==> config.mk <==
export PLATFORM = sky130hd
export DESIGN_NAME = lockstep_top
export DESIGN_NICKNAME = d
export VERILOG_FILES = /design/src/lockstep_pkg.sv /design/src/shadow_reset_ctrl.sv /design/src/input_delay.sv /design/src/bus_intg_check.sv /design/src/fetch_core.sv /design/src/output_compare.sv /design/src/lockstep_top.sv
export VERILOG_INCLUDE_DIRS = /design/src
export SDC_FILE = /design/constraint.sdc
export NUM_CORES = 1
export LEC_CHECK = 0
export BUFFER_PORTS_ARGS = -buffer_cell sky130_fd_sc_hd__clkbuf_2
export CORE_MARGIN = 2
export CORE_UTILIZATION = 47
export DETAILED_ROUTE_END_ITERATION = 10
export PLACE_DENSITY = 0.69
export SLEW_MARGIN = 20
export SYNTH_ARGS = -nofsm -noshare
export SYNTH_HDL_FRONTEND = slang
export SYNTH_HIERARCHICAL = 1
export SYNTH_SLANG_ARGS = --single-unit
==> constraint.sdc <==
create_clock -name clk_i -period 3.1 [get_ports clk_i]
set_input_delay 0.155 -clock clk_i [delete_from_list [all_inputs] [get_ports clk_i]]
set_output_delay 0.155 -clock clk_i [all_outputs]
set_load 0.05 [all_outputs]
==> src/lockstep_params.svh <==
`ifndef LOCKSTEP_PARAMS_SVH
`define LOCKSTEP_PARAMS_SVH

// Cycles the shadow core trails the main core, at least 2
`define LOCKSTEP_OFFSET 2

// Bus geometry
`define BUS_W  32
`define INTG_W 7
`define BE_W   4

// Checksum stores always target this word
`define CSUM_ADDR 32'h0000_1000

// Data bits covered by each SECDED 39/32 check bit
`define SECDED_MASK0 32'h2606_BD25
`define SECDED_MASK1 32'hDEBA_8050
`define SECDED_MASK2 32'h413D_89AA
`define SECDED_MASK3 32'h3123_4ED1
`define SECDED_MASK4 32'hC2C1_323B
`define SECDED_MASK5 32'h2DCC_624C
`define SECDED_MASK6 32'h9850_5586

// Check bits travel inverted, so an all-zero word is never a valid codeword
`define SECDED_INV 7'h2A

`endif

==> src/lockstep_pkg.sv <==
`include "lockstep_params.svh"

package lockstep_pkg;

  typedef logic [`BUS_W-1:0]  bus_word_t;
  typedef logic [`INTG_W-1:0] intg_t;
  typedef logic [`BE_W-1:0]   be_t;

  // Bus signals a core receives
  typedef struct packed {
    logic      instr_gnt;
    logic      instr_rvalid;
    bus_word_t instr_rdata;
    logic      instr_err;
    logic      data_gnt;
    logic      data_rvalid;
    bus_word_t data_rdata;
    logic      data_err;
    logic      fetch_enable;
  } core_in_t;

  // Signals a core drives, all of them compared between the copies
  typedef struct packed {
    logic      instr_req;
    bus_word_t instr_addr;
    logic      data_req;
    logic      data_we;
    be_t       data_be;
    bus_word_t data_addr;
    bus_word_t data_wdata;
  } core_out_t;

  typedef enum logic {
    RST_HOLD,
    RST_RUN
  } rst_seq_e;

  localparam logic [`INTG_W-1:0][`BUS_W-1:0] SECDED_MASKS = {
    `SECDED_MASK6, `SECDED_MASK5, `SECDED_MASK4, `SECDED_MASK3,
    `SECDED_MASK2, `SECDED_MASK1, `SECDED_MASK0
  };

  function automatic intg_t secded_encode(bus_word_t data);
    intg_t check;
    for (int i = 0; i < `INTG_W; i++) begin
      check[i] = ^(data & SECDED_MASKS[i]);
    end
    return check ^ `SECDED_INV;
  endfunction

  // Zero for a clean codeword, nonzero for a single or double bit error
  function automatic intg_t secded_syndrome(bus_word_t data, intg_t intg);
    return secded_encode(data) ^ intg;
  endfunction

endpackage

==> src/shadow_reset_ctrl.sv <==
`include "lockstep_params.svh"

module shadow_reset_ctrl import lockstep_pkg::*; (
  input  logic clk_i,
  input  logic rst_ni,
  output logic rst_shadow_no,
  output logic cmp_en_o
);

  localparam int unsigned CNT_W = $clog2(`LOCKSTEP_OFFSET);

  rst_seq_e         state_q;
  logic [CNT_W-1:0] cnt_q;
  logic             cmp_en_q;

  always_ff @(posedge clk_i or negedge rst_ni) begin
    if (!rst_ni) begin
      state_q  <= RST_HOLD;
      cnt_q    <= '0;
      cmp_en_q <= 1'b0;
    end else begin
      // Comparison starts one cycle after the shadow leaves reset
      cmp_en_q <= (state_q == RST_RUN);
      if (state_q == RST_HOLD) begin
        if (cnt_q == CNT_W'(`LOCKSTEP_OFFSET - 1)) begin
          state_q <= RST_RUN;
        end else begin
          cnt_q <= cnt_q + 1'b1;
        end
      end
    end
  end

  // Straight from the state flop, so the shadow reset is glitch free
  assign rst_shadow_no = (state_q == RST_RUN);
  assign cmp_en_o      = cmp_en_q;

  assert property (@(posedge clk_i) disable iff (!rst_ni)
    $rose(cmp_en_o) |-> rst_shadow_no && $past(rst_shadow_no));

endmodule

==> src/input_delay.sv <==
`include "lockstep_params.svh"

module input_delay import lockstep_pkg::*; (
  input  logic     clk_i,
  input  logic     rst_ni,
  input  core_in_t main_in_i,
  input  intg_t    instr_rdata_intg_i,
  input  intg_t    data_rdata_intg_i,
  output core_in_t shadow_in_o,
  output core_in_t newest_in_o,
  output intg_t    instr_intg_o,
  output intg_t    data_intg_o
);

  localparam int unsigned DEPTH = `LOCKSTEP_OFFSET;

  // Index DEPTH-1 takes the bus inputs, index 0 feeds the shadow core
  core_in_t [DEPTH-1:0] stage_q;
  intg_t                instr_intg_q;
  intg_t                data_intg_q;

  always_ff @(posedge clk_i or negedge rst_ni) begin
    if (!rst_ni) begin
      stage_q      <= '0;
      instr_intg_q <= '0;
      data_intg_q  <= '0;
    end else begin
      for (int unsigned i = 0; i < DEPTH - 1; i++) begin
        stage_q[i] <= stage_q[i+1];
      end
      stage_q[DEPTH-1] <= main_in_i;
      // Check bits only need to line up with the newest stage
      instr_intg_q <= instr_rdata_intg_i;
      data_intg_q  <= data_rdata_intg_i;
    end
  end

  assign shadow_in_o  = stage_q[0];
  assign newest_in_o  = stage_q[DEPTH-1];
  assign instr_intg_o = instr_intg_q;
  assign data_intg_o  = data_intg_q;

endmodule

==> src/bus_intg_check.sv <==
module bus_intg_check import lockstep_pkg::*; (
  input  core_in_t  newest_in_i,
  input  intg_t     instr_intg_i,
  input  intg_t     data_intg_i,
  input  bus_word_t main_wdata_i,
  output intg_t     data_wdata_intg_o,
  output logic      bus_intg_err_o
);

  intg_t instr_syndrome;
  intg_t data_syndrome;
  logic  instr_intg_err;
  logic  data_intg_err;

  // Read data is checked as it enters the delay line, well ahead of the shadow
  assign instr_syndrome = secded_syndrome(newest_in_i.instr_rdata, instr_intg_i);
  assign data_syndrome  = secded_syndrome(newest_in_i.data_rdata, data_intg_i);

  // Only beats flagged by rvalid carry meaningful data
  assign instr_intg_err = newest_in_i.instr_rvalid & (|instr_syndrome);
  assign data_intg_err  = newest_in_i.data_rvalid & (|data_syndrome);

  assign bus_intg_err_o = instr_intg_err | data_intg_err;

  // Write data leaves with fresh check bits
  assign data_wdata_intg_o = secded_encode(main_wdata_i);

endmodule

==> src/fetch_core.sv <==
`include "lockstep_params.svh"

module fetch_core import lockstep_pkg::*; (
  input  logic      clk_i,
  input  logic      rst_ni,
  input  core_in_t  core_in_i,
  output core_out_t core_out_o,
  output logic      alert_minor_o,
  output logic      alert_major_o
);

  bus_word_t fetch_addr_q;
  bus_word_t csum_q;
  logic      store_q;
  logic      fetch_req;
  logic      fetch_done;
  logic      csum_upd;

  assign fetch_req  = core_in_i.fetch_enable;
  assign fetch_done = fetch_req & core_in_i.instr_gnt;
  // Error responses never reach the checksum
  assign csum_upd   = core_in_i.instr_rvalid & ~core_in_i.instr_err;

  always_ff @(posedge clk_i or negedge rst_ni) begin
    if (!rst_ni) begin
      fetch_addr_q <= '0;
      csum_q       <= '0;
      store_q      <= 1'b0;
    end else begin
      if (fetch_done) begin
        fetch_addr_q <= fetch_addr_q + bus_word_t'(4);
      end
      if (csum_upd) begin
        csum_q <= csum_q ^ core_in_i.instr_rdata;
      end
      // A word arriving during a store is folded in and carried by the next store
      store_q <= csum_upd & ~store_q;
    end
  end

  always_comb begin
    core_out_o.instr_req  = fetch_req;
    core_out_o.instr_addr = fetch_addr_q;
    core_out_o.data_req   = store_q;
    core_out_o.data_we    = store_q;
    core_out_o.data_be    = {`BE_W{store_q}};
    core_out_o.data_addr  = `CSUM_ADDR;
    core_out_o.data_wdata = csum_q;
  end

  assign alert_minor_o = core_in_i.instr_rvalid & core_in_i.instr_err;
  assign alert_major_o = core_in_i.data_rvalid & core_in_i.data_err;

  // Checksum stores are single-cycle pulses, data_gnt is never awaited
  assert property (@(posedge clk_i) disable iff (!rst_ni)
    core_out_o.data_req |=> !core_out_o.data_req);

endmodule

==> src/output_compare.sv <==
`include "lockstep_params.svh"

module output_compare import lockstep_pkg::*; (
  input  logic      clk_i,
  input  logic      rst_ni,
  input  logic      cmp_en_i,
  input  core_out_t main_out_i,
  input  core_out_t shadow_out_i,
  input  logic      shadow_alert_minor_i,
  input  logic      shadow_alert_major_i,
  input  logic      bus_intg_err_i,
  output logic      alert_minor_o,
  output logic      alert_major_o
);

  // One extra stage matches the shadow output register
  localparam int unsigned OUT_DEPTH = `LOCKSTEP_OFFSET + 1;

  core_out_t [OUT_DEPTH-1:0] main_q;
  core_out_t                 shadow_q;
  logic                      shadow_minor_q;
  logic                      shadow_major_q;
  logic                      mismatch;

  // Main output delay line and shadow output register
  always_ff @(posedge clk_i) begin
    for (int unsigned i = 0; i < OUT_DEPTH - 1; i++) begin
      main_q[i] <= main_q[i+1];
    end
    main_q[OUT_DEPTH-1] <= main_out_i;
    shadow_q            <= shadow_out_i;
  end

  always_ff @(posedge clk_i or negedge rst_ni) begin
    if (!rst_ni) begin
      shadow_minor_q <= 1'b0;
      shadow_major_q <= 1'b0;
    end else begin
      shadow_minor_q <= shadow_alert_minor_i;
      shadow_major_q <= shadow_alert_major_i;
    end
  end

  assign mismatch      = cmp_en_i & (main_q[0] != shadow_q);
  assign alert_major_o = mismatch | shadow_major_q | bus_intg_err_i;
  assign alert_minor_o = shadow_minor_q;

  // Before comparison starts only a read integrity error may raise the major alert
  assert property (@(posedge clk_i) disable iff (!rst_ni)
    (!cmp_en_i && !bus_intg_err_i) |-> !alert_major_o);

endmodule

==> src/lockstep_top.sv <==
module lockstep_top import lockstep_pkg::*; (
  input  logic      clk_i,
  input  logic      rst_ni,
  input  core_in_t  main_in_i,
  input  intg_t     instr_rdata_intg_i,
  input  intg_t     data_rdata_intg_i,
  input  core_out_t main_out_i,
  output intg_t     data_wdata_intg_o,
  output logic      alert_minor_o,
  output logic      alert_major_o
);

  logic      rst_shadow_n;
  logic      cmp_en;
  core_in_t  shadow_in;
  core_in_t  newest_in;
  intg_t     instr_intg;
  intg_t     data_intg;
  logic      bus_intg_err;
  core_out_t shadow_out;
  logic      shadow_alert_minor;
  logic      shadow_alert_major;

  shadow_reset_ctrl u_rst_ctrl (
    .clk_i         (clk_i),
    .rst_ni        (rst_ni),
    .rst_shadow_no (rst_shadow_n),
    .cmp_en_o      (cmp_en)
  );

  //////////////////////////////////////////////////////////////////////////
  // Input side
  //////////////////////////////////////////////////////////////////////////

  input_delay u_input_delay (
    .clk_i              (clk_i),
    .rst_ni             (rst_ni),
    .main_in_i          (main_in_i),
    .instr_rdata_intg_i (instr_rdata_intg_i),
    .data_rdata_intg_i  (data_rdata_intg_i),
    .shadow_in_o        (shadow_in),
    .newest_in_o        (newest_in),
    .instr_intg_o       (instr_intg),
    .data_intg_o        (data_intg)
  );

  bus_intg_check u_intg_check (
    .newest_in_i       (newest_in),
    .instr_intg_i      (instr_intg),
    .data_intg_i       (data_intg),
    .main_wdata_i      (main_out_i.data_wdata),
    .data_wdata_intg_o (data_wdata_intg_o),
    .bus_intg_err_o    (bus_intg_err)
  );

  //////////////////////////////////////////////////////////////////////////
  // Shadow copy and compare
  //////////////////////////////////////////////////////////////////////////

  fetch_core u_shadow_core (
    .clk_i         (clk_i),
    .rst_ni        (rst_shadow_n),
    .core_in_i     (shadow_in),
    .core_out_o    (shadow_out),
    .alert_minor_o (shadow_alert_minor),
    .alert_major_o (shadow_alert_major)
  );

  output_compare u_output_compare (
    .clk_i                (clk_i),
    .rst_ni               (rst_ni),
    .cmp_en_i             (cmp_en),
    .main_out_i           (main_out_i),
    .shadow_out_i         (shadow_out),
    .shadow_alert_minor_i (shadow_alert_minor),
    .shadow_alert_major_i (shadow_alert_major),
    .bus_intg_err_i       (bus_intg_err),
    .alert_minor_o        (alert_minor_o),
    .alert_major_o        (alert_major_o)
  );

endmodule

# After elaboration in Yosys (flattened, before gate mapping)
# Cells that the tools add are included.
# W data, S select, Z words.
classes:
  n_addsub: 2
  n_eq_ne: 1
  n_mux: 3
  bitwise: 19
  n_reduce_logical: 23
op_table:
  columns: ["cell", "count"]
  rows:
  - ["$reduce_xor A32 Y1", 21]
  - ["$ne A103 B103 Y1", 1]
  - ["$add A32 B3 Y32 const B", 1]
  - ["$xor A32 B32 Y32", 1]
  - ["$reduce_or A7 Y1", 2]
  - ["$xor A7 B7 Y7", 2]
  - ["$not A3 Y3", 3]
  - ["$and A1 B1 Y1", 8]
  - ["$mux W1", 3]
  - ["$or A1 B1 Y1", 3]
  - ["$not A1 Y1", 2]
  - ["$add A1 B1 Y1 const B", 1]
totals:
  reg_bits: 568
  inputBits: 190

# Longest topological paths before layout
# Gate-level depths: netlist of run 1.
depth:
  depth_word: 7
  mapped_depth: 11
  depth_no_buf: 11

# By module
# Netlist of run 1, hierarchy kept.
by_module_without_submodules:
  columns: ["module", "instances", "cells_each", "area_each_um2", "seq_area_each_um2"]
  rows:
  - ["output_compare", 1, 554, 9426.5, 8298.0]
  - ["input_delay", 1, 156, 3903.7, 3903.7]
  - ["fetch_core", 1, 267, 2952.8, 1576.5]
  - ["bus_intg_check", 1, 215, 1979.4, 0.0]
  - ["shadow_reset_ctrl", 1, 5, 87.6, 75.1]

# Worst setup path after synthesis of run 1
# OpenSTA, ideal clock, no wires.
synth_timing:
  kind: "reg2out"
  start: "register u_input_delay.stage_q, in the netlist u_input_delay/newest_in_o[21]"
  end: "output port alert_major_o"
  arrival_time_ps: 2720
  required_ps: 2945
  setup_slack_ps: 225
  stages_incl_launch_ff: 12
  path_buffers: 0
  cell_sequence: "dfrtp_1 > xnor3_1 > xnor3_1 > xnor2_1 > and2_1 > mux2i_1 > o31ai_1 > nand2_1 > nor3_1 > nand4_1 > nor4_1 > a31oi_1"
synth_between:
  elab_chain_cells: 7
  elab_cells_between_ends: 9
synth_rtl:
  columns: ["element", "line", "source"]
  rows:
  - ["start: declaration", "input_delay.sv:18", "core_in_t [DEPTH-1:0] stage_q;"]
  - ["start signal: indexed assignment", "input_delay.sv:29", "stage_q[i] <= stage_q[i+1];"]
  - ["start signal: indexed assignment", "input_delay.sv:31", "stage_q[DEPTH-1] <= main_in_i;"]
  - ["$reduce_xor A32 Y1", "lockstep_pkg.sv:46", "check[i] = ^(data & SECDED_MASKS[i]);"]
  - ["$not A3 Y3 (no line)", null, null]
  - ["$xor A7 B7 Y7 (*)", "lockstep_pkg.sv:53", "return secded_encode(data) ^ intg;"]
  - ["$reduce_or A7 Y1 (*)", "bus_intg_check.sv:21", "assign data_intg_err = newest_in_i.data_rvalid & (|data_syndrome);"]
  - ["$and A1 B1 Y1 (*)", "bus_intg_check.sv:21", null]
  - ["$or A1 B1 Y1 (*)", "bus_intg_check.sv:23", "assign bus_intg_err_o = instr_intg_err | data_intg_err;"]
  - ["net bus_intg_err", "lockstep_top.sv:19", "logic bus_intg_err;"]
  - ["$or A1 B1 Y1 (*)", "output_compare.sv:45", "assign alert_major_o = mismatch | shadow_major_q | bus_intg_err_i;"]
  - ["end: declaration", "lockstep_top.sv:10", "output logic alert_major_o"]
# Mark *: on every way through the listed nets, which the timed path passes. The rest lies on a longest branch.

# Final worst setup path of run 1
layout_timing:
  start: "register u_input_delay.stage_q, in the netlist u_input_delay/newest_in_o[58]"
  end: "output port alert_major_o"
layout_between:
  elab_chain_cells: 7
  elab_cells_between_ends: 9
layout_rtl:
  columns: ["element", "line", "source"]
  rows:
  - ["$reduce_xor A32 Y1", "lockstep_pkg.sv:46", null]
  - ["$not A3 Y3 (no line)", null, null]
  - ["$xor A7 B7 Y7 (*)", "lockstep_pkg.sv:53", null]
  - ["$reduce_or A7 Y1 (*)", "bus_intg_check.sv:20", "assign instr_intg_err = newest_in_i.instr_rvalid & (|instr_syndrome);"]
  - ["$and A1 B1 Y1 (*)", "bus_intg_check.sv:20", null]
  - ["$or A1 B1 Y1 (*)", "bus_intg_check.sv:23", null]
  - ["net bus_intg_err", "lockstep_top.sv:19", null]
  - ["$or A1 B1 Y1 (*)", "output_compare.sv:45", null]
# Marks and branches as above.

==> results of run 1 <==
-- report_power, final --
group	leakage, nW	total [mW]	internal (mW)	switching, mW
Combinational	3.38	2.21	1.12	1.10
Clock	1.04	7.52	4.52	3.00
Sequential	5.68	9.11	8.63	0.484
-- path summary, 6_finish.rpt --
path	end	startpoint	cells past startpoint	slack (ns)
worst min-delay path	u_rst_ctrl/cmp_en_o$_DFF_PN0_	rst_ni	2	0.12
worst min register to register	u_output_compare/main_q[132]$_DFF_P_	u_output_compare/main_q[235]$_DFF_P_	0	0.30
min in group clk_i	u_output_compare/main_q[239]$_DFF_P_	main_out_i[33]	2	0.18
worst max-delay path	alert_major_o	u_input_delay/newest_in_o[58]$_DFF_PN0_	13	-0.39
worst max register to register	u_shadow_core/fetch_addr_q[26]$_DFFE_PN0P_	u_shadow_core/fetch_addr_q[2]$_DFFE_PN0P_	5	1.10
max in group asynchronous	u_shadow_core/fetch_addr_q[29]$_DFFE_PN0P_	u_rst_ctrl/rst_shadow_no$_DFF_PN0_	1	1.82
-- flip-flops by register name, indices dropped and copies added, names as in the netlist --
signal,count
u_shadow_core/fetch_addr_q,30
u_shadow_core/csum_q,32
u_input_delay/data_intg_o,7
u_output_compare/shadow_q,103
u_output_compare/shadow_major_q,1
u_output_compare/main_q,309
u_rst_ctrl/cnt_q,1
u_rst_ctrl/cmp_en_o,1
u_output_compare/alert_minor_o,1
u_input_delay/instr_intg_o,7
u_input_delay/newest_in_o,70
u_shadow_core/store_q,1
u_rst_ctrl/rst_shadow_no,1
u_input_delay/shadow_in_o,38
-- stage by stage --
stage               cells  hold slack [ns]  setup TNS (ns)  area, um2
finish               2138            0.125          -0.390      23200
floorplan            1195           -0.141               0      17600
detailed placement   1836            0.241          -0.156      19000
CTS                  2136            0.129          -0.519      23100
global placement     1836            0.243          -0.100      19000
global route         2138            0.158          -0.579      23200
-- final cells by class --
cell class	count	area share (%)
Sequential cell	602	56.0
Multi-Input combinational cell	544	18.9
Timing Repair Buffer	414	13.4
Clock buffer	74	7.18
Tap cell	468	2.52
Clock inverter	33	1.94
Inverter	3	0.0485
-- routing by layer --
layer / up-vias / global-route usage (%) / routed length [um]
li1: 4554 / - / -
met1: 4412 / 22.3 / 14600
met2: 201 / 32.4 / 17700
met3: 66 / 3.71 / 1370
met4: 2 / 6.57 / 864
met5: - / 0 / 13
-- layout by cell type, fill, tap and decap left out, drive strengths merged --
cell	n
or2	2
mux2	1
clkbuf	270
clkinv	13
and3	4
xnor3	8
dfrtp	190
nor2b	3
o41ai	1
conb	34
dlygate4sd3	188
mux2i	2
or4	1
nand2b	1
nand3	11
dfxtp	412
nor4	26
ha	1
buf	30
nand2	44
and4	4
inv	11
and2	4
bufinv	8
clkinvlp	4
xnor2	241
xor2	116
o31ai	1
nor2	7
a31oi	1
nand4	19
nor3	12
-- timing repair --
item,4_1_cts,5_1_grt
gates resized for setup,11,9
pin swaps,21,13
endpoints found under the setup margin,1,1
setup buffers,5,2
hold endpoints to repair,233,0
hold buffers,188,0
==> metrics.csv, run 1 <==
metric,value,unit
syn_to_final_growth,32.7,%
ctsHtreeMaxLevel,2,
worst_pin_slew,0.837,ns
fmax,286,MHz
vias,9235,
cts_buffers,57,
powerDensity,812,nW/um2
synth_area,17500,um2
critPathLaunchType,register,
hold_path_class,in -> async,
grt-ovfl-total,0,
dieArea,38800,um2
cp_top_family,XOR/XNOR gates,
max_stage_delay,0.45,ns
cp.required,2.94,ns
cap_violations,0,
cts-root-buf,clkbuf_16,
gr-usage-all-layers,18.3,%
antenna_found_initial,1,
report.power.total,18.8,mW
hold_viol,0,
die_y,197,um
die_x,197,um
utilization,63.4,%
tritoncts,built,
seqCellArea,13000,um2
p_leak,10.1,nW
avgSynthCellArea,15.0,um2
antenna_left,0,
clock_path_buffers,3,
drv_slew,0,
grt_pass1_vias,9871,
critical-path-slowest-cell,dfrtp_1,
cts.clk_slew.worst_paths,0.06,ns
remaining_drc_errors,0,
routed_wl,34.6,mm
setup_viol,1,
worst-setup-path-type,reg -> out,
path_buf_inv,2,
rsz0062_at_grt,yes,
port-buffer-count,197,
dp_slack,-0.156,ns
grt_pass1_wl,53.5,mm
post_drt_wl_per_cell,16.2,um
path_common_cell,xnor2_1,
violations,negative setup slack,
period_share,113,%
multi_input_area,4390,um2
fin_ws,-0.390,ns
slew-limit-headroom,44.2,%
cp_max_fo,3,
num_io_pins,199,
fill_cells,2649,
nets,1813,
first_pass_iters,4,
routed_via_density,4.32,
max-vdd-ir-drop,0.611,mV
synthCells,1163,
fin_crit,3.49,ns
arrival,3.34,ns
start_util,47.8,%
cts.sinks,602,
antenna_cells,0,
endpoint_kind,output pin,
drive_above_1_share,21.3,%
clock_latency,0.62,ns
grt_max_degree,59,
core-area,36600,um2
hpwlAfterDp,21.9,mm
row_count,70,
fin_skew,0.0254,ns
outcome,"complete, but fails checks",
cp_cell_sequence,xnor2_1 > xnor2_1 > xnor2_1 > xnor2_1 > xnor2_1 > o41ai_2 > buf_4 > nand2_4 > nor3_4 > nand4_1 > nor4_2 > a31oi_1 > clkbuf_8,
drt-initial-drc-count,298,
ys_warn_count,6,
place.gp.congestion,0.828,
Power figures use the tool's default switching activity.
==> run 2, diff against run 1 <==
--- a/config.mk
+++ b/config.mk
@@ -7,10 +7,12 @@
 export NUM_CORES = 1
 export LEC_CHECK = 0
 export BUFFER_PORTS_ARGS = -buffer_cell sky130_fd_sc_hd__clkbuf_2
+export CELL_PAD_IN_SITES_DETAIL_PLACEMENT = 1
+export CELL_PAD_IN_SITES_GLOBAL_PLACEMENT = 2
 export CORE_MARGIN = 2
-export CORE_UTILIZATION = 47
+export CORE_UTILIZATION = 41
 export DETAILED_ROUTE_END_ITERATION = 10
-export PLACE_DENSITY = 0.69
+export PLACE_DENSITY = 0.8
 export SLEW_MARGIN = 20
 export SYNTH_ARGS = -nofsm -noshare
 export SYNTH_HDL_FRONTEND = slang
==> metrics.csv, run 2 (same netlist as run 1, synthesis figures left out) <==
metric,value,unit,change
seqCellArea,13000,um2,about the same
num_io_pins,199,,unchanged
vias,9625,,was 9235
row_count,75,,was 70
critPathLaunchType,register,,unchanged
grt_max_degree,70,,was 59
remaining_drc_errors,0,,unchanged
dieArea,44400,um2,was 38800 um2
stdcell_area,23200,um2,about the same
period_share,116,%,was 113%
cap_violations,0,,unchanged
powerDensity,797,nW/um2,was 812 nW/um2
drv_slew,0,,unchanged
antenna_found_initial,6,,was 1
fin_skew,0.0231,ns,was 0.0254 ns
post_drt_wl_per_cell,19.4,um,was 16.2 um
cts.sinks,602,,unchanged
core-area,42000,um2,was 36600 um2
dp_slack,-0.122,ns,was -0.156 ns
placed_cell_area,19100,um2,was 19000 um2
largest_reg_flops,309,,unchanged
regMostFlops,u_output_compare/main_q,,unchanged
outcome,"complete, but fails checks",,unchanged
dp.cells,1904,,was 1836
max-vdd-ir-drop,0.595,mV,was 0.611 mV
worst_pin_slew,0.861,ns,was 0.837 ns
place.gp.congestion,0.804,,was 0.828
drive_above_1_share,21.6,%,was 21.3%
final_common_cell,dfxtp_1,,unchanged
drt-initial-drc-count,491,,was 298
finalNonFillerCells,2217,,was 2138
violations,negative setup slack,,unchanged
die_y,211,um,was 197 um
routed_via_density,4.34,,was 4.32
start_util,41.6,%,was 47.8%
clock_path_buffers,3,,unchanged
rsz0062_at_grt,yes,,unchanged
grt_pass1_wl,65.3,mm,was 53.5 mm
reg2regPathDepth,5,,unchanged
nets,1814,,was 1813
cp.required,2.94,ns,about the same
fin_crit,3.59,ns,was 3.49 ns
worst-setup-path-type,reg -> out,,unchanged
final_cell_mix,"dfxtp_1 (412), xnor2_1 (222), clkbuf_2 (195), dlygate4sd3_1 (188), dfrtp_1 (187)",,"was dfxtp_1 (412), xnor2_1 (231), clkbuf_2 (195), dfrtp_1 (189), dlygate4sd3_1 (188)"
fin_ws,-0.486,ns,was -0.390 ns
grt-ovfl-total,0,,unchanged
hold_viol,0,,unchanged
slew-limit-headroom,42.6,%,was 44.2%
syn_to_final_growth,32.6,%,was 32.7%
hold_path_class,in -> async,,unchanged
routed_wl,43.0,mm,was 34.6 mm
fill_cells,4091,,was 2649
p_leak,10.1,nW,about the same
clock_latency,0.61,ns,was 0.62 ns
multi_input_area,4450,um2,was 4390 um2
tritoncts,built,,unchanged
cts.clk_slew.worst_paths,0.07,ns,was 0.06 ns
first_pass_iters,4,,unchanged
setup_viol,1,,unchanged
endpoint_kind,output pin,,unchanged
antenna_left,0,,unchanged
die_x,211,um,was 197 um
hpwlAfterDp,25.6,mm,was 21.9 mm
fmax,279,MHz,was 286 MHz
ctsHtreeMaxLevel,2,,unchanged
arrival,3.43,ns,was 3.34 ns
cts-root-buf,clkbuf_16,,unchanged
port-buffer-count,197,,unchanged
fin_tns_setup,-0.486,ns,was -0.390 ns
gr-usage-all-layers,19.9,%,was 18.3%
cts_buffers,58,,was 57
cp_max_fo,2,,was 3
grt_pass1_vias,11149,,was 9871
[run 2: power breakdown]
part	leakage, nW	internal, mW	switching (mW)
sequential	5.67	8.63	0.510
clock	0.966	4.02	3.00
combinational	3.44	1.15	1.20
total	10.1	13.8	4.70
[run 2: path summary, 6_finish.rpt]
check	endpoint	from	slack [ns]
max	alert_major_o	u_input_delay/newest_in_o[40]$_DFF_PN0_	-0.49
min	u_input_delay/newest_in_o[70]$_DFF_PN0_	rst_ni	0.12
max reg2reg	u_shadow_core/fetch_addr_q[14]$_DFFE_PN0P_	u_shadow_core/fetch_addr_q[2]$_DFFE_PN0P_	1.12
min reg2reg	u_output_compare/main_q[18]$_DFF_P_	u_output_compare/main_q[121]$_DFF_P_	0.30
max in group asynchronous	u_shadow_core/fetch_addr_q[4]$_DFFE_PN0P_	u_rst_ctrl/rst_shadow_no$_DFF_PN0_	1.79
min in group clk_i	u_output_compare/main_q[273]$_DFF_P_	main_out_i[67]	0.18
[run 2: layout make-up]
type                    instances  area share, %
flip-flops and latches        602           56.1
multi-input cells             544           19.2
repair buffers                414           13.4
clock buffers                  90           7.79
well taps                     539           2.91
clock inverters                20          0.539
diodes                          5         0.0539
inverters                       3         0.0485
[run 2: what timing repair did]
item | 4_1_cts | 5_1_grt
resized for setup | 14 | 16
hold buffers | 188 | 0
endpoints found under the setup margin | 1 | 1
setup buffers | 4 | 6
endpoints found under the hold margin | 245 | 0
pin swaps | 13 | 15
gates cloned | 0 | 0
[run 2: per-layer routing]
metal | vias up | global-route usage, % | wire length, um
met5 | - | 0 | 13
met4 | 2 | 8.52 | 1380
met3 | 89 | 3.65 | 1550
met2 | 201 | 36.7 | 23000
met1 | 4778 | 22.5 | 17100
li1 | 4555 | - | -
[run 2: metrics by stage]
stage / utilization (%) / total power [mW] / hold WS [ns]
5_1_grt: 55.2 / 19.3 / 0.130
3_3_place_gp: 45.5 / 11.2 / 0.185
6_report: 55.2 / 18.5 / 0.116
4_1_cts: 54.8 / 18.5 / 0.0919
3_5_place_dp: 45.5 / 11.3 / 0.193
2_1_floorplan: - / 10.6 / -0.141
[run 2: worst max-delay path, cell delays in order, from the launching register on]
cell and delay, ns:
dfrtp_1 0.43, buf_4 0.18, xor2_1 0.17, xnor2_1 0.27
xnor2_1 0.14, xnor2_1 0.22, xnor2_1 0.11, o41ai_2 0.31
buf_4 0.19, nand2_4 0.06, nor3_2 0.10, nand4_1 0.11
nor4_2 0.15, a31oi_1 0.15, clkbuf_8 0.21
